<file path="config.mk">
export PLATFORM = sky130hd
export DESIGN_NAME = regSelect
export DESIGN_NICKNAME = d
export VERILOG_FILES = /design/src/verilog/dataPathPkg.sv /design/src/verilog/regSelect.sv
export SDC_FILE = /design/constraint.sdc
export NUM_CORES = 1
export LEC_CHECK = 0
export ABC_CLOCK_PERIOD_IN_PS = 800
export BUFFER_PORTS_ARGS = -buffer_cell sky130_fd_sc_hd__buf_2
export CAP_MARGIN = 20
export CELL_PAD_IN_SITES_DETAIL_PLACEMENT = 0
export CELL_PAD_IN_SITES_GLOBAL_PLACEMENT = 1
export CORE_MARGIN = 1
export CORE_UTILIZATION = 15
export DETAILED_ROUTE_END_ITERATION = 8
export PLACE_DENSITY_LB_ADDON = 0.1
export SETUP_SLACK_MARGIN = 0.3
export SKIP_LAST_GASP = 1
export SLEW_MARGIN = 20
export SYNTH_ARGS = -nofsm -noshare
export SYNTH_HDL_FRONTEND = slang
export SYNTH_SLANG_ARGS = --single-unit
</file>
<file path="constraint.sdc">
create_clock -name vclk -period 0.8
set_input_delay 0 -clock vclk [all_inputs]
set_output_delay 0 -clock vclk [all_outputs]
set_load 0.01 [all_outputs]
</file>
<file path="src/verilog/dataPathPkg.sv">
`default_nettype none

package dataPathPkg;

	// Bus and register word
	typedef logic [31:0] wordT;

	// General-register index, R0 to R15
	typedef logic [3:0] regIdxT;

	// ALU operation codes as driven on opSelect
	typedef enum logic [5:0] {
		opAdd,
		opSub,
		opAnd,
		opOr,
		opShr,
		opShra,
		opShl,
		opRor,
		opRol,
		opMul,
		opDiv,
		opNeg,
		opNot
	} aluOpT;

	// Bus source enables, highest priority first
	typedef struct packed {
		logic tb;
		logic rf;
		logic pc;
		logic ir;
		logic ry;
		logic rz;
		logic mar;
		logic hi;
		logic lo;
		logic mdr;
		logic imm;
	} busSelT;

	// 64-bit ALU result, also the layout of RZ
	typedef struct packed {
		wordT hi;
		wordT lo;
	} aluResultT;

endpackage

`default_nettype wire

</file>
<file path="src/verilog/regSelect.sv">
`timescale 1ns/100ps
`default_nettype none

module regSelect (
	input wire dataPathPkg::wordT ir,
	input wire gra,
	input wire grb,
	input wire grc,
	input wire rIn,
	input wire rOut,
	input wire baOut,
	output dataPathPkg::regIdxT index,
	output logic rfIn,
	output logic rfOut,
	output logic readZero,
	output dataPathPkg::wordT imm
);

	dataPathPkg::regIdxT ra, rb, rc;

	// Instruction register fields
	assign ra = ir[26:23];
	assign rb = ir[22:19];
	assign rc = ir[18:15];

	// Field select in gra, grb, grc order
	always_comb begin
		if (gra)
			index = ra;
		else if (grb)
			index = rb;
		else if (grc)
			index = rc;
		else
			index = '0;
	end

	assign rfIn = rIn;
	assign rfOut = rOut | baOut;

	// R0 reads as zero only for base-address use
	assign readZero = baOut && (index == 4'd0);

	// 19-bit immediate, sign-extended
	assign imm = {{13{ir[18]}}, ir[18:0]};

endmodule

`default_nettype wire

</file>
# Yosys cells after proc, flatten, opt, wreduce, memory -nomap -nowiden
# Index checks and enable logic that the tools add are counted.
dict set report totals {
  register_bits 0
  wordCells 6
  input_bits 38
  output_inout_bits 39
}
dict set report classes {
  reduce_logical 2
  mux 3
  bitwise_logic 1
}
# op count
set op_table {}
lappend op_table {{two-way mux 4 bit} 3}
lappend op_table {{logical NOT 4 bit} 1}
lappend op_table {{logical AND 1 bit} 1}
lappend op_table {{OR 1 bit} 1}

# Longest topological paths before layout
# Gate-level depths: netlist (run 1).
dict set report logic_depth {
  word_depth 5
  depth_mapped 3
  ltp_nobuf 3
}

# Least setup slack after synthesis (run 1)
# Ideal clock, no wire load.
dict set report synth_timing {
  path_type {input-to-output}
  from {input ir[21]}
  to {output readZero}
  t_arrival_ns 0.630
  cell_stages 3
  setup_slack_ns 0.170
  required_ns 0.800
  path_cell_list {a21oi_1 -> a21oi_2 -> nor4_2}
}
dict set report synth_via {
  elab_chain_cells 4
}
# item line_no
set synth_rtl {}
lappend synth_rtl {{from (decl)} regSelect.sv:5} ;# input wire dataPathPkg::wordT ir,
lappend synth_rtl {{two-way mux 4 bit} regSelect.sv:30} ;# else if (grb)
lappend synth_rtl {{two-way mux 4 bit} regSelect.sv:28} ;# if (gra)
lappend synth_rtl {{named net index[2]} regSelect.sv:12} ;# output dataPathPkg::regIdxT index,
lappend synth_rtl {{logical NOT 4 bit} regSelect.sv:42} ;# assign readZero = baOut && (index == 4'd0);
lappend synth_rtl {{logical AND 1 bit} regSelect.sv:42}
lappend synth_rtl {{to (decl)} regSelect.sv:15} ;# output logic readZero,
# The timed path passes the listed nets, and every way through them passes these cells.

# Worst setup path after layout (run 1)
dict set report layout_timing {
  from {input ir[25]}
  to {output readZero}
}
dict set report layout_via {
  elab_chain_cells 3
}
# item line_no
set layout_rtl {}
lappend layout_rtl {{two-way mux 4 bit} regSelect.sv:28}
lappend layout_rtl {{logical NOT 4 bit} regSelect.sv:42}
lappend layout_rtl {{logical AND 1 bit} regSelect.sv:42}
# No other way between the ends.

==> metrics, run 1 <==
status finished clean; Warnings, synthesis 0; I/O pin total 77; via count between 300 and 400; minimum clock period approximately 0.74 ns; Finished Layout Cells 94; Cells after Synth 54; final setup violation count 0; # DRC 0; sequential cell count 0; endpoint class of the critical path primary output; Die Y-Extent approximately 53 um; first-iteration detailed-routing DRC count 1; Antenna diodes 0; Max rail drop VDD approximately 0.16 mV; critical path class primary input to primary output; top cell type's share of synthesized area 64.1%; Pwr Density 575 mW/mm2; Initial Util between 10% and 20%; most common cell in the netlist buf_4; Post-DRT Antenna Nets 0; Final Wtd Congestion between 0.5 and 0.6; final core occ 18.8%; first-pass GRT wire length between 1000 and 1500 um; largest net degree at the start of global routing 15; Syn Std Cell Area 387 um2; Area after DPL ~390 um2; Site Rows 18; placeable core area between 0.002 and 0.0025 mm2; DR pass1 iterations 2; Total Power 0.000265 W; initial antenna violation count 0; max-cap violation count 0; endpoint arrival time on the critical path roughly 0.74 ns; Syn Area/Cell 7.16 um2; Wirelength per Cell slightly below 9 um; Cell Count Post-Placement 93; Least-Margin Pin Slew 0.175 ns; synth-to-layout area growth 19.1%; HP Class primary input to primary output; largest cells by area after synthesis buf_4 64%, a21oi_1 9.1%, nand3b_1 7.8%; leak pwr around 0.23 nW; Rel. slew slack about nine tenths; Finished Cell Area between 400 and 500 um2; period utilization between 90% and 100%; crit-path max cell delay around 0.25 ns; CP max-delay cell nor4_2; HP Start ir[5]; CP Max Fanout 2; Final HPWL DP 686 um; fraction of layout instances using a drive strength above 1 about four fifths; Synth area leader buf_4; vias per inst around 3.7; Max Transition Viols Final 0; clock buffer count 0; wirelength, routed a little over 800 um; Net Count, Synth between 90 and 100; synth cell count leaders 33 x buf_4, 7 x a21oi_1, 4 x nand3b_1; CP required roughly 0.80 ns; RSZ-0062 raised after global routing true; crit path launch ir[25]; register area share after synthesis 0%; GRT Util Overall 5.59%; GR Overflow Total 0; Final Hold Vio Count 0; fin nets 104; Critical Path Most Common Cell buf_2; setup ws final between 0.06 and 0.07 ns; # port buffers 40; vias in the first global route 280; crit path launch type primary input; Cell variety after synth 10; Register Area 0 um2; fmax ~1400 MHz; pre-CTS setup slack -0.0125 ns; Die X between 50 and 60 um; Hold Path Stages 0; CP Cell Sequence buf_2 > and2b_1 > a21oi_2 > nor4_2 > buf_2; die area roughly 0.0028 mm2
path summary, 6_finish.rpt:
check        to  slack [ns]
max    readZero        0.06
min      imm[5]    0.000004
final cells by class:
| type | instances | area, um2 |
|---|---|---|
| fillers | 279 | 1990 |
| repair buffers | 43 | 256 |
| multi-input cells | 21 | 166 |
| well taps | 30 | 37.5 |
stage by stage:
step,TNS (ns),hold WS [ns]
after detailed placement,-0.0125,0.0000686
final,0,0.00000445
after global routing,0,0.0000167
after global placement,-0.0351,0.0000686
after floorplan,0,0.0918
after CTS,0,0.0000686
per-layer routing:
layer  vias up  global-route usage, %  part of all wire, %
li1        167                      -                    -
met1       146                   6.23                   35
met2        37                   10.8                   51
met3         0                   1.45                   14
met4         0                  0.439                    0
met5         -                      0                    0
repair_timing:
item,4_1_cts,5_1_grt
resized for setup,14,2
setup endpoints to repair,6,5
buffers inserted,0,1
pin swaps,2,1
hold buffers,0,0
critical path: cells and delay by family:
| family | cells | cell delay [ns] |
|---|---|---|
| and+or+nand+nor | 2 | 0.44 |
| buffers and inverters | 2 | 0.25 |
| AOI/OAI and AO/OA | 1 | 0.04 |
logic make-up (layout without fill, tap and decap cells):
group,count (synthesis),in the layout,synth area share (%)
compound gates,9,9,13.6
buf+inv,33,43,64.1
simple gates,12,12,22.3
power by group:
| group | total, W | internal, W | switching, W |
|---|---|---|---|
| Sequential | 0 | 0 | 0 |
| Combinational | 0.000265 | 0.000139 | 0.000125 |
| Clock | 0 | 0 | 0 |
| Total | 0.000265 | 0.000139 | 0.000125 |
layout by cell type (no fill, tap or decap):
master / Yosys / routed
and2b_1: 2 / 2
buf_4: 33 / 3
a32oi_2: 0 / 1
a21oi_1: 7 / 3
nor4_2: 1 / 1
buf_6: 0 / 3
buf_12: 0 / 1
or2_4: 0 / 1
a21oi_2: 1 / 5
nor2b_1: 3 / 2
nand3b_1: 4 / 4
nor2b_2: 0 / 1
nand2_1: 1 / 1
buf_2: 0 / 36
No activity file was read; power rests on OpenSTA's default activity.
==> run 2, diff against run 1 <==
- ABC_AREA: not set -> 1
- ABC_CLOCK_PERIOD_IN_PS: 800 -> 900
- clock period: 0.8 -> 0.9 ns (I/O delays scaled with it)
==> run 2 against run 1 <==
Hold slack about the same. Final cell count increased by 6.4%. Core utilization down 1.8 points. First-iteration DRC count rose to 6.0 times the previous value. Die area stayed put. Power shrank 22%. Combinational power decreased by 22%. Synthesized cell count up 17%. Synthesized area did not move. Sequential share of layout area is the same.
==> metrics, run 2 <==
leak pwr approximately 0.25 nW; internal power around 0.00010 W; final setup violation count 0; CP required about 0.90 ns; HP Class primary input to primary output; CP Max Fanout 5; critical path class primary input to primary output; status finished clean; minimum clock period around 0.68 ns; initial antenna violation count 0; Die X around 53 um; Die Y-Extent 52.8 um; fin nets 110; first-iteration detailed-routing DRC count 6; most frequent cells in the layout 37 x buf_2, 8 x nand2_1, 5 x nand3_1, 4 x inv_1, 3 x or2_1; Wirelength per Cell between 8 and 9 um; Least-Margin Pin Slew around 0.11 ns; sw power ~0.00011 W; top cell type's share of synthesized area between 60% and 70%; Final Hold Vio Count 0; max-cap violation count 0; clock buffer count 0; most common cell in the netlist buf_4; Synth area leader buf_4; RSZ-0062 raised after global routing true; Register Area 0 um2; Max rail drop VDD roughly 0.11 mV; global routing usage on met1 under 10%; first-pass GRT wire length slightly above 1000 um; Switching Fraction between 50% and 60%; power share of the clock group 0%; synth-to-layout area growth 7.44%; vias in the first global route ~240; Warnings, synthesis 0; fraction of layout instances using a drive strength above 1 about two thirds; Antenna diodes 0; largest net degree at the start of global routing 16; sequential share of power 0%; # DRC 0; Pwr Density between 400 and 500 mW/mm2; wirelength, routed 853 um; Rel. slew slack slightly above 90%; via count 328; fillcell total 300; Syn Area/Cell a little over 6 um2; register area share after synthesis 0%; endpoint arrival time on the critical path ~0.68 ns; largest cells by area after synthesis buf_4 64%, nand2_1 7.8%, nand3_1 6.5%; Final Wtd Congestion between 0.5 and 0.6; DR pass1 iterations 4; Cells after Synth 63; post-route setup TNS 0 ns; Cell variety after synth 11; commonest non-fill, non-tap cell in the layout buf_2; Final HPWL DP a little under 800 um; placeable core area around 0.0025 mm2; die area between 0.002 and 0.003 mm2; Multi-input gate area between 100 and 150 um2; GRT met3 Usage 0.870%; Max Transition Viols Final 0; Initial Util about 16%; Post-CTS Hold Buffers 0; Comb pwr share between 90% and 100%; crit path launch type primary input; GRT Util Overall 4.81%; Syn Std Cell Area approximately 390 um2; Top Usage Layer GRT met2; period utilization roughly 75%; Post-DRT Antenna Nets 0; # port buffers 40; endpoint class of the critical path primary output; Net Count, Synth between 100 and 150; vias per inst about 3.3; sequential cell count 0; I/O pin total 77; synth cell count leaders 33 x buf_4, 8 x nand2_1, 5 x inv_1, 5 x nand3_1, 4 x a21oi_1; Min Hold Slack 0.00000444 ns; Site Rows 18; fmax roughly 1500 MHz; GR Overflow Total 0; M2 GR Usage 7.17%
## run 2: cell types whose count changed in the layout (fill, tap and decap cells not counted), sizes merged, moves of 4 or more
| cell | previous run | this run |
|---|---|---|
| nand3 | 0 | 5 |
| nand3b | 4 | 0 |
| or2 | 1 | 5 |
| nand2 | 1 | 9 |
| a21oi | 8 | 4 |
| inv | 0 | 6 |
## run 2: final cells by class
class / instances / area share, %
Timing Repair Buffer: 40 / 53.9
Multi-Input combinational cell: 24 / 29.8
Tap cell: 30 / 9.04
Inverter: 6 / 7.23
## run 2: layer usage
layer / up-vias / share of wire, %
met5: - / 0
met4: 0 / 0.70
met3: 2 / 11
met2: 18 / 48
met1: 133 / 41
li1: 175 / -
## run 2: what timing repair did
action,CTS,global route
setup buffers,0,0
pin swaps,3,7
resized for setup,6,7
endpoints found under the setup margin,5,5
## run 2: cell families after synthesis
family,Yosys count,share of synthesized area [%]
and+or+nand+nor,20,24.9
buffers and inverters,39,69.9
AOI/OAI and AO/OA,4,5.18
## run 2: final timing paths
kind / start / endpoint / slack, ns / depth (start not counted)
max: gra / readZero / 0.22 / 7
min: ir[1] / imm[1] / 0.000004 / 0
## run 2: power by group through the flow
| stage | registers (W) | clock network, W | logic, W |
|---|---|---|---|
| 6_report | 0 | 0 | 0.000207 |
| 5_1_grt | 0 | 0 | 0.000227 |
| 4_1_cts | 0 | 0 | 0.000200 |
| 3_5_place_dp | 0 | 0 | 0.000191 |
| 3_3_place_gp | 0 | 0 | 0.000193 |
| 2_1_floorplan | 0 | 0 | 0.000207 |
## run 2: through the flow
stage,util (%),instance area [um2],power (W),setup slack [ns],instances
finish,16.9,415,0.000207,0.223,100
global route,16.9,415,0.000227,0.138,100
CTS,16.0,392,0.000200,0.178,100
detailed placement,15.3,377,0.000191,0.130,100
global placement,15.3,377,0.000193,0.134,100
floorplan,-,387,0.000207,0.386,63
## run 2: worst max-delay path, cell delays in order
cell and delay, ns:
buf_12 0.09, inv_6 0.03, or2_1 0.21, nand2_1 0.07, nand2_1 0.06, nor2_1 0.09
buf_2 0.13
