### src/verilog/dataPathPkg.sv
`default_nettype none

package dataPathPkg;

	// Bus and register word
	typedef logic [31:0] wordT;

	// General-register index, R0 to R15
	typedef logic [3:0] regIdxT;

	// ALU operation codes as driven on opSelect
	typedef enum logic [5:0] {
		opAdd,
		opSub,
		opAnd,
		opOr,
		opShr,
		opShra,
		opShl,
		opRor,
		opRol,
		opMul,
		opDiv,
		opNeg,
		opNot
	} aluOpT;

	// Bus source enables, highest priority first
	typedef struct packed {
		logic tb;
		logic rf;
		logic pc;
		logic ir;
		logic ry;
		logic rz;
		logic mar;
		logic hi;
		logic lo;
		logic mdr;
		logic imm;
	} busSelT;

	// 64-bit ALU result, also the layout of RZ
	typedef struct packed {
		wordT hi;
		wordT lo;
	} aluResultT;

endpackage

`default_nettype wire

### src/verilog/busMux.sv
`timescale 1ns/100ps
`default_nettype none

module busMux (
	input wire dataPathPkg::busSelT sel,
	input wire dataPathPkg::wordT tb,
	input wire dataPathPkg::wordT rf,
	input wire dataPathPkg::wordT pc,
	input wire dataPathPkg::wordT ir,
	input wire dataPathPkg::wordT ry,
	input wire dataPathPkg::wordT rz,
	input wire dataPathPkg::wordT mar,
	input wire dataPathPkg::wordT hi,
	input wire dataPathPkg::wordT lo,
	input wire dataPathPkg::wordT mdr,
	input wire dataPathPkg::wordT imm,
	output dataPathPkg::wordT bus
);

	// Testbench drive outranks every device
	always_comb begin
		if (sel.tb)
			bus = tb;
		else if (sel.rf)
			bus = rf;
		else if (sel.pc)
			bus = pc;
		else if (sel.ir)
			bus = ir;
		else if (sel.ry)
			bus = ry;
		else if (sel.rz)
			bus = rz;
		else if (sel.mar)
			bus = mar;
		else if (sel.hi)
			bus = hi;
		else if (sel.lo)
			bus = lo;
		else if (sel.mdr)
			bus = mdr;
		else if (sel.imm)
			bus = imm;
		else
			bus = '0;
	end

endmodule

`default_nettype wire

### config.mk
export PLATFORM = sky130hd
export DESIGN_NAME = busMux
export DESIGN_NICKNAME = d
export VERILOG_FILES = /design/src/verilog/dataPathPkg.sv /design/src/verilog/busMux.sv
export SDC_FILE = /design/constraint.sdc
export NUM_CORES = 1
export LEC_CHECK = 0
export BUFFER_PORTS_ARGS = -buffer_cell sky130_fd_sc_hd__buf_2
export CORE_AREA = 4 4 152 154
export DETAILED_ROUTE_END_ITERATION = 16
export DIE_AREA = 0 0 156 158
export MAX_ROUTING_LAYER = met4
export PLACE_DENSITY = 0.45
export SYNTH_ARGS = -nofsm -noshare
export SYNTH_HDL_FRONTEND = slang
export SYNTH_SLANG_ARGS = --single-unit
### constraint.sdc
create_clock -name vclk -period 1.6
set_input_delay 0.08 -clock vclk [all_inputs]
set_output_delay 0.08 -clock vclk [all_outputs]
set_load 0.01 [all_outputs]
Word level (Yosys, flattened, before mapping)

Index checks and enable logic that the tools add are counted.

Shift operators: 0
$add $sub $neg: 0
Magnitude comparators: 0
Reduce and logical (&&, ||, !) cells: 0
Bitwise gates (word level): 0
Divide/modulo/power cells: 0
Multiply operators: 0
Multiplexer cells: 11
Equal/unequal tests: 0

Operator list:

| operator | number |
|---|---|
| $mux W32 | 11 |

Output and inout port bits: 32
Memory bits (read-only): 0
Register bits after elaboration: 0
Latch bits: 0
Input bits: 363
Memories: 0
Bits in writable memories: 0

Logic depth before layout (Yosys ltp)

Gate-level depths: netlist of run 1.

Word-level depth: 11
Depth in mapped cells: 6
Gate-level depth less buffers: 4

Worst setup path after synthesis of run 1

Ideal clock, no wire load.

Path type: input-to-output
From: input sel[4] (netlist name)
To: output bus[31]
Data arrival time: 1.110 ns
Slack: 0.410 ns
Cell stages on the path: 6
Path buffers: 2
Path through: buf_2 > inv_2 > buf_4 > o221ai_1 > and4_1 > o32ai_1

Word-level cells in the longest chain between the ends: 7

Ends and longest elaborated chain:

| element     | line         | text |
|---|---|---|
| from (decl) | busMux.sv:5  | `input wire dataPathPkg::busSelT sel,` |
| $mux W32    | busMux.sv:34 | `else if (sel.mar)` |
| $mux W32    | busMux.sv:32 | `else if (sel.rz)` |
| $mux W32    | busMux.sv:30 | `else if (sel.ry)` |
| $mux W32    | busMux.sv:28 | `else if (sel.ir)` |
| $mux W32    | busMux.sv:26 | `else if (sel.pc)` |
| $mux W32    | busMux.sv:24 | `else if (sel.rf)` |
| $mux W32    | busMux.sv:22 | `if (sel.tb)` |
| to (decl)   | busMux.sv:17 | `output dataPathPkg::wordT bus` |

Every way passes these cells.

Final worst setup path of run 1

From: input sel[8] (netlist name)
To: output bus[2]

Word-level cells in the longest chain between the ends: 3

Ends and longest elaborated chain:

| element  | line |
|---|---|
| $mux W32 | busMux.sv:26 |
| $mux W32 | busMux.sv:24 |
| $mux W32 | busMux.sv:22 |

Every way passes these cells.

==> load_flow_metrics.sql, run 1 <==
INSERT INTO impl_metrics (metric_group, metric, value, unit) VALUES
('finish', 'nNetsFinal', '1219', ''),
('finish', 'synthToLayoutAreaGrowth', '86.9', '%'),
('timing', 'timing.final.max_slew_violations', '0', ''),
('timing', 'hold_ws', '0.500', 'ns'),
('die', 'die_ar', '0.0246', 'mm²'),
('synthesis', 'synth.net_count', '831', ''),
('detailed_routing', 'vias_per_cell', '5.37', ''),
('detailed_routing', 'vias', '6102', ''),
('synthesis', 'netlist.top_cell.by_area', 'o221ai_1', ''),
('pwr', 'powerDensity', '275', 'mW/mm²'),
('setup_path', 'path_buf_inv', '5', ''),
('global_routing', 'grt_first_pass_wirelength', '37.1', 'mm'),
('setup_path', 'timing.critical_path.fanout_max', '8', ''),
('place', 'io_port_bufs', '395', ''),
('synthesis', 'synth.lib_cells_used.distinct', '34', ''),
('global_routing', 'met3_usage', '0.0290', ''),
('synthesis', 'syn-instance-count', '468', ''),
('setup_path', 'critPathMaxStageDelay', '0.33', 'ns'),
('timing', 'timing.final.hold_violations', '0', ''),
('synthesis', 'yosysWarningCount', '0', ''),
('synthesis', 'synth_top_cells_by_area', 'o221ai_1 16%, o32ai_2 14%, a221oi_1 8.4%', ''),
('timing', 'finalWorstPathRequiredPeriod', '1.57', 'ns'),
('global_routing', 'track_usage', '0.201', ''),
('global_routing', 'grt_residual_overflow', '0', ''),
('setup_path', 'cpLargestDelayFamily', 'buffers and inverters', ''),
('setup_path', 'critical_path_startpoint', 'sel[8]', ''),
('detailed_routing', 'wl', '27.5', 'mm'),
('die', 'core_area', '0.0217', 'mm²'),
('global_routing', 'grt_max_degree', '34', ''),
('timing', 'worst-slew-pin-transition', '0.761', 'ns'),
('timing', 'rsz_0062_raised_after_global_routing', 'no', ''),
('setup_path', 'start_kind', 'primary input', ''),
('pwr', 'leakagePower', '2.77', 'nW'),
('global_routing', 'antenna_found_initial', '2', ''),
('die', 'die_h', '158', 'µm'),
('global_routing', 'first_global_vias', '6214', ''),
('timing', 'timing.final.setup_violations', '0', ''),
('place', 'gpl.final_weighted_congestion', '0.922', ''),
('finish', 'final_area', '0.00627', 'mm²'),
('global_routing', 'globalRouteMet1Util', '0.240', ''),
('setup_path', 'critical_path_class', 'primary input to primary output', ''),
('setup_path', 'cp-endpoint', 'bus[2]', ''),
('setup_path', 'worst-path-stages', '9', ''),
('setup_path', 'cp_common_cell', 'buf_12', ''),
('run_status', 'result_of_the_run', 'finished clean', ''),
('synthesis', 'synthesis.area_per_instance', '7.17', 'µm²'),
('die', 'initial_core_util', '0.155', ''),
('global_routing', 'grtUsageMet2', '0.348', ''),
('finish', 'multi_input_comb_area', '0.00319', 'mm²'),
('finish', 'area_used_by_sequential_logic_in_the_layout', '0', 'µm²'),
('die', 'row_count', '54', ''),
('setup_path', 'cpMaxStageDelayCell', 'o32ai_2', ''),
('detailed_routing', 'ant_nets', '0', ''),
('detailed_routing', 'drtPass1Iterations', '6', ''),
('setup_path', 'timing.critical_path.cells', 'buf_8 -> buf_6 -> nor2_4 -> buf_12 -> buf_12 -> o221ai_2 -> o21bai_4 -> o32ai_2 -> buf_2', ''),
('clocking', 'cts-hold-fix-buffers', '0', ''),
('place', 'detailed_place.area', '0.00592', 'mm²'),
('global_routing', 'globalRoute.busiestLayer', 'met2', ''),
('detailed_routing', 'post_drt_wl_per_cell', '24.2', 'µm'),
('timing', 'layout_worst_path_cycle_share', '0.982', ''),
('timing', 'fmax', '0.637', 'GHz'),
('pwr', 'worst_ir_drop_vdd', '99.3', 'µV'),
('place', 'place.detailed.hpwl', '21.8', 'mm'),
('timing', 'final_total_negative_setup_slack', '0', 'ns'),
('job', 'drv.max_cap_violation_count', '0', ''),
('synthesis', 'yosysSeqAreaShare', '0', ''),
('worst_hold_path', 'type_of_the_worst_min_delay_path', 'primary input to primary output', ''),
('die', 'ios', '395', ''),
('finish', 'layout.clock_buffers', '0', ''),
('finish', 'sequential_cell_total', '0', ''),
('detailed_routing', 'drt_first_iter_violations', '434', ''),
('setup_path', 'critical_path.endpoint_type', 'primary output', ''),
('timing', 'timing.slew.headroom', '0.492', ''),
('finish', 'fraction_of_final_layout_cells_with_drive_strength_greater_than_1', '0.593', ''),
('synthesis', 'syn_area', '0.00335', 'mm²'),
('die', 'dieWidth', '156', 'µm'),
('setup_path', 'crit_required', '1.52', 'ns'),
('setup_path', 'critPathArrivalTime', '1.49', 'ns'),
('finish', 'final.fill_count', '2427', ''),
('detailed_routing', 'drc_errors', '0', ''),
('worst_hold_path', 'worstHoldStart', 'tb[9]', ''),
('synthesis', 'synthDominantCellAreaShare', '0.159', '');
[cell families (layout without fill, tap and decap cells)]
logic type             count (synthesis)  in the layout  synth area share
AO/OA/AOI/OAI                        262            262             0.668
other                                  0              2                 0
buffers and inverters                 69            454             0.101
AND/OR/NAND/NOR                      137            138             0.232
[tightest hold or removal path, cell delays in order]
cell and delay, ns:
buf_2 0.08, nor2b_1 0.04, o32ai_2 0.07, buf_2 0.15
[stage by stage]
stage	instances	setup slack (ns)	total power [W]	util
after floorplan	468	0.410	0.000692	-
after CTS	1125	-0.00241	0.00162	0.275
after detailed placement	1124	-0.142	0.00159	0.273
final	1136	0.0294	0.00172	0.289
after global placement	1124	-0.136	0.00159	0.273
after global routing	1135	0.000116	0.00186	0.289
[layer usage]
metal,routed length (µm),part of all wire
met5,0,0
met4,985,0.036
met3,2560,0.093
met2,13400,0.49
met1,10600,0.38
[cell usage in the layout (no fill, tap or decap), types with 8 or more instances in the layout]
cell      netlist  routed
a211oi_1       30      30
a221oi_1       32      31
a22oi_1        33      33
and4_1         29      29
buf_12          0      20
buf_2          36     394
buf_4           3      27
nand2_1        61      61
nor2b_1        33      32
o21ai_0        33      32
o21bai_1       29      23
o221ai_1       61      53
o221ai_2        0       8
o32ai_2        28      29
[what timing repair did]
| item | CTS | global route |
|---|---|---|
| setup endpoints to repair | 27 | 23 |
| gates cloned | 1 | 3 |
| resized for setup | 9 | 31 |
| pin swaps | 0 | 6 |
| buffers inserted | 0 | 6 |
[cell type report]
cell class,count,share of cell area
Antenna cell,2,0.000798
Tap cell,280,0.0559
Timing Repair Buffer,448,0.430
Multi-Input combinational cell,400,0.508
Inverter,6,0.00439
[cell usage after synthesis, drive strengths merged]
cell and instances:
nand3b 1, nor2b 33, o31ai 1, a211o 3, o32ai 29, o211ai 1, o31a 1, inv 6
nand2 61, or2 1, a32oi 1, o21ai 34, a22oi 33, o21bai 29, a21oi 4, nor3b 2
buf 42, o221ai 61, nor3 1, clkbuf 21, a221oi 32, a211oi 30, o22ai 2, nor2 6
and4 29, nand2b 3, a31o 1
[worst min-delay path by stage]
stage | slack [ns] | cells after the start | end
floorplan | 0.32 | 2 | bus[0]
global placement | 0.50 | 4 | bus[9]
detailed placement | 0.50 | 4 | bus[9]
CTS | 0.50 | 4 | bus[9]
global route | 0.52 | 4 | bus[22]
finish | 0.50 | 4 | bus[9]
[report_power, final]
group / leakage, nW / internal, W / total, W / switching, W
combinational: 2.77 / 0.000846 / 0.00172 / 0.000875
sequential: 0 / 0 / 0 / 0
clock: 0.0000127 / 0.000000000167 / 0.000000000167 / 0
total: 2.77 / 0.000846 / 0.00172 / 0.000875
(Power assumes the default switching activity.)
==> run 2: changes to the inputs <==
Settings changed: ABC_AREA from default to 1, CORE_AREA 4 4 152 154 to 4 4 150 152, DIE_AREA 0 0 156 158 to 0 0 154 156, PLACE_DENSITY 0.45 to default.
==> run 2 against run 1 <==
Effect of this change:
- area after synthesis rose by 35%
- core utilization rose by 2.7 points
- combinational power about the same
- total power grew 1.8%
- final cell count rose by 35%
- worst hold slack got worse by 0.058 ns
- sequential share of layout area unchanged
- first-iteration DRC count shrank 20%
- critical path depth up 5
- sequential cell count unchanged
==> load_flow_metrics.sql, run 2 <==
INSERT INTO impl_metrics (metric_group, metric, value, unit) VALUES
('job', 'drv.max_cap_violation_count', '0', ''),
('pwr', 'worst_ir_drop_vdd', '137', 'µV'),
('synthesis', 'synth.lib_cells_used.distinct', '18', ''),
('worst_hold_path', 'type_of_the_worst_min_delay_path', 'primary input to primary output', ''),
('global_routing', 'grt_max_degree', '65', ''),
('timing', 'timing.slew.headroom', '0.756', ''),
('detailed_routing', 'drt_first_iter_violations', '349', ''),
('die', 'die_h', '156', 'µm'),
('timing', 'worst-slew-pin-transition', '0.366', 'ns'),
('place', 'detailed_place.area', '0.00633', 'mm²'),
('setup_path', 'critPathMaxStageDelay', '0.17', 'ns'),
('place', 'place.detailed.hpwl', '18.0', 'mm'),
('setup_path', 'critPathArrivalTime', '1.45', 'ns'),
('global_routing', 'grt_first_pass_wirelength', '30.3', 'mm'),
('detailed_routing', 'drtPass1Iterations', '5', ''),
('pwr', 'leakagePower', '4.03', 'nW'),
('detailed_routing', 'wl', '21.8', 'mm'),
('timing', 'timing.final.max_slew_violations', '0', ''),
('timing', 'timing.final.hold_violations', '0', ''),
('place', 'io_port_bufs', '395', ''),
('setup_path', 'critical_path_class', 'primary input to primary output', ''),
('setup_path', 'timing.critical_path.fanout_max', '32', ''),
('place', 'pre_cts_ws', '-0.00558', 'ns'),
('die', 'row_count', '53', ''),
('timing', 'fmax', '0.653', 'GHz'),
('setup_path', 'start_kind', 'primary input', ''),
('clocking', 'cts-hold-fix-buffers', '0', ''),
('pwr', 'powerDensity', '264', 'mW/mm²'),
('synthesis', 'post_synth_most_frequent_cells', '416 x nand2_1, 137 x a21oi_1, 98 x inv_1', ''),
('worst_hold_path', 'worst_hold_path.num_cells', '4', ''),
('global_routing', 'antenna_found_initial', '0', ''),
('finish', 'multi_input_comb_area', '0.00347', 'mm²'),
('die', 'ios', '395', ''),
('pwr', 'finalPower', '0.00175', 'W'),
('synthesis', 'synth_top_cells_by_area', 'nand2_1 34%, a21oi_1 15%, clkbuf_8 12%', ''),
('finish', 'final_area', '0.00664', 'mm²'),
('finish', 'layout.clock_buffers', '0', ''),
('setup_path', 'cpLargestDelayFamily', 'simple AND/OR/NAND/NOR gates', ''),
('synthesis', 'syn-instance-count', '908', ''),
('place', 'gpl.final_weighted_congestion', '0.946', ''),
('finish', 'fraction_of_final_layout_cells_with_drive_strength_greater_than_1', '0.408', ''),
('finish', 'layout.cells.most_common', 'nand2_1', ''),
('synthesis', 'synth_most_common_cell', 'nand2_1', ''),
('finish', 'sequential_cell_total', '0', ''),
('detailed_routing', 'drc_errors', '0', ''),
('timing', 'finalWorstPathRequiredPeriod', '1.53', 'ns'),
('synthesis', 'syn_area', '0.00454', 'mm²'),
('synthesis', 'synthesis.area_per_instance', '5.00', 'µm²'),
('timing', 'finalWorstSetupSlack', '0.0695', 'ns'),
('finish', 'most-common-layout-cells', '405 x nand2_1, 392 x buf_2, 127 x a21oi_1, 98 x inv_1, 64 x nor2_1', ''),
('die', 'core_area', '0.0210', 'mm²'),
('die', 'die_ar', '0.0240', 'mm²'),
('setup_path', 'cpMaxStageDelayCell', 'buf_12', ''),
('synthesis', 'netlist.top_cell.by_area', 'nand2_1', ''),
('synthesis', 'synth.net_count', '1271', ''),
('timing', 'hold_ws', '0.442', 'ns'),
('global_routing', 'track_usage', '0.157', ''),
('setup_path', 'crit_required', '1.52', 'ns'),
('die', 'initial_core_util', '0.216', ''),
('finish', 'final.fill_count', '2455', ''),
('run_status', 'result_of_the_run', 'finished clean', ''),
('detailed_routing', 'vias_per_cell', '4.34', ''),
('timing', 'layout_worst_path_cycle_share', '0.957', ''),
('worst_hold_path', 'worstHoldStart', 'tb[30]', ''),
('finish', 'antennaDiodeCount', '0', ''),
('synthesis', 'yosysSeqAreaShare', '0', ''),
('global_routing', 'first_global_vias', '5936', ''),
('die', 'dieWidth', '154', 'µm'),
('setup_path', 'cp_common_cell', 'nand2_1', ''),
('setup_path', 'critical_path.endpoint_type', 'primary output', ''),
('timing', 'timing.final.setup_violations', '0', ''),
('setup_path', 'timing.critical_path.cells', 'buf_6 -> buf_12 -> a21oi_1 -> nand2_1 -> nand2_2 -> nand3_1 -> nand2_1 -> nand2_1 -> nand3_2 -> nand2_1 -> nand2_1 -> nand2_1 -> nand2_1 -> buf_2', ''),
('detailed_routing', 'vias', '6655', ''),
('worst_hold_path', 'min_to', 'bus[30]', ''),
('timing', 'rsz_0062_raised_after_global_routing', 'yes', ''),
('finish', 'area_used_by_sequential_logic_in_the_layout', '0', 'µm²'),
('synthesis', 'synthDominantCellAreaShare', '0.344', ''),
('detailed_routing', 'ant_nets', '0', ''),
('setup_path', 'path_buf_inv', '3', ''),
('synthesis', 'yosysWarningCount', '0', ''),
('global_routing', 'grt_residual_overflow', '0', ''),
('setup_path', 'critical_path_startpoint', 'sel[2]', ''),
('detailed_routing', 'post_drt_wl_per_cell', '14.2', 'µm'),
('finish', 'synthToLayoutAreaGrowth', '46.2', '%'),
('finish', 'nNetsFinal', '1624', '');
-- run 2: cell types whose count changed in the layout (fill, tap and decap cells not counted), sizes merged, moves of 30 or more --
cell	change
a21oi	+156
nor2b	-34
a221oi	-32
a22oi	-33
inv	+94
nand3	+96
a211oi	-30
o221ai	-61
nor2	+58
o21ai	-34
nand2	+355
-- run 2: worst max path at each step --
stage | to | depth (start not counted)
floorplan | bus[20] | 15
global placement | bus[13] | 15
detailed placement | bus[13] | 15
CTS | bus[5] | 15
global route | bus[20] | 14
finish | bus[20] | 14
-- run 2: kinds of logic (layout without fill, tap and decap cells) --
logic type	Yosys count	in the layout	synth area share
and+or+nand+nor	576	576	0.535
AOI/OAI and AO/OA	160	160	0.195
buffers and inverters	172	523	0.269
-- run 2: area by class of cell --
class,instances,area share
timing repair buffer,423,0.367
inverter,100,0.0589
multi-input combinational,736,0.522
tap,275,0.0518
-- run 2: what timing repair did --
| action | CTS | global route |
|---|---|---|
| pin swaps | 0 | 10 |
| gates resized for setup | 5 | 45 |
| hold endpoints to repair | 0 | 0 |
| buffers inserted | 0 | 0 |
| gates cloned | 1 | 4 |
| endpoints found under the setup margin | 1 | 28 |
-- run 2: metrics by stage --
step / util / instances / TNS, ns
after floorplan: - / 908 / 0
after global placement: 0.301 / 1529 / -0.00133
after detailed placement: 0.301 / 1529 / -0.00558
after CTS: 0.304 / 1530 / 0
after global routing: 0.316 / 1534 / -0.143
final: 0.316 / 1534 / 0
-- run 2: report_power, final --
group | switching (W) | leakage (nW) | internal [W]
sequential | 0 | 0 | 0
clock | 0 | 0 | 0
combinational | 0.000952 | 4.03 | 0.000800
-- run 2: layer usage --
layer  share of wire  track usage  wire (µm)  vias up
met5               0            -          0        -
met4           0.012       0.0185        252        0
met3           0.058       0.0125       1260       20
met2            0.50        0.270      10800      250
met1            0.43        0.209       9420     2870
li1                -            -          -     3515
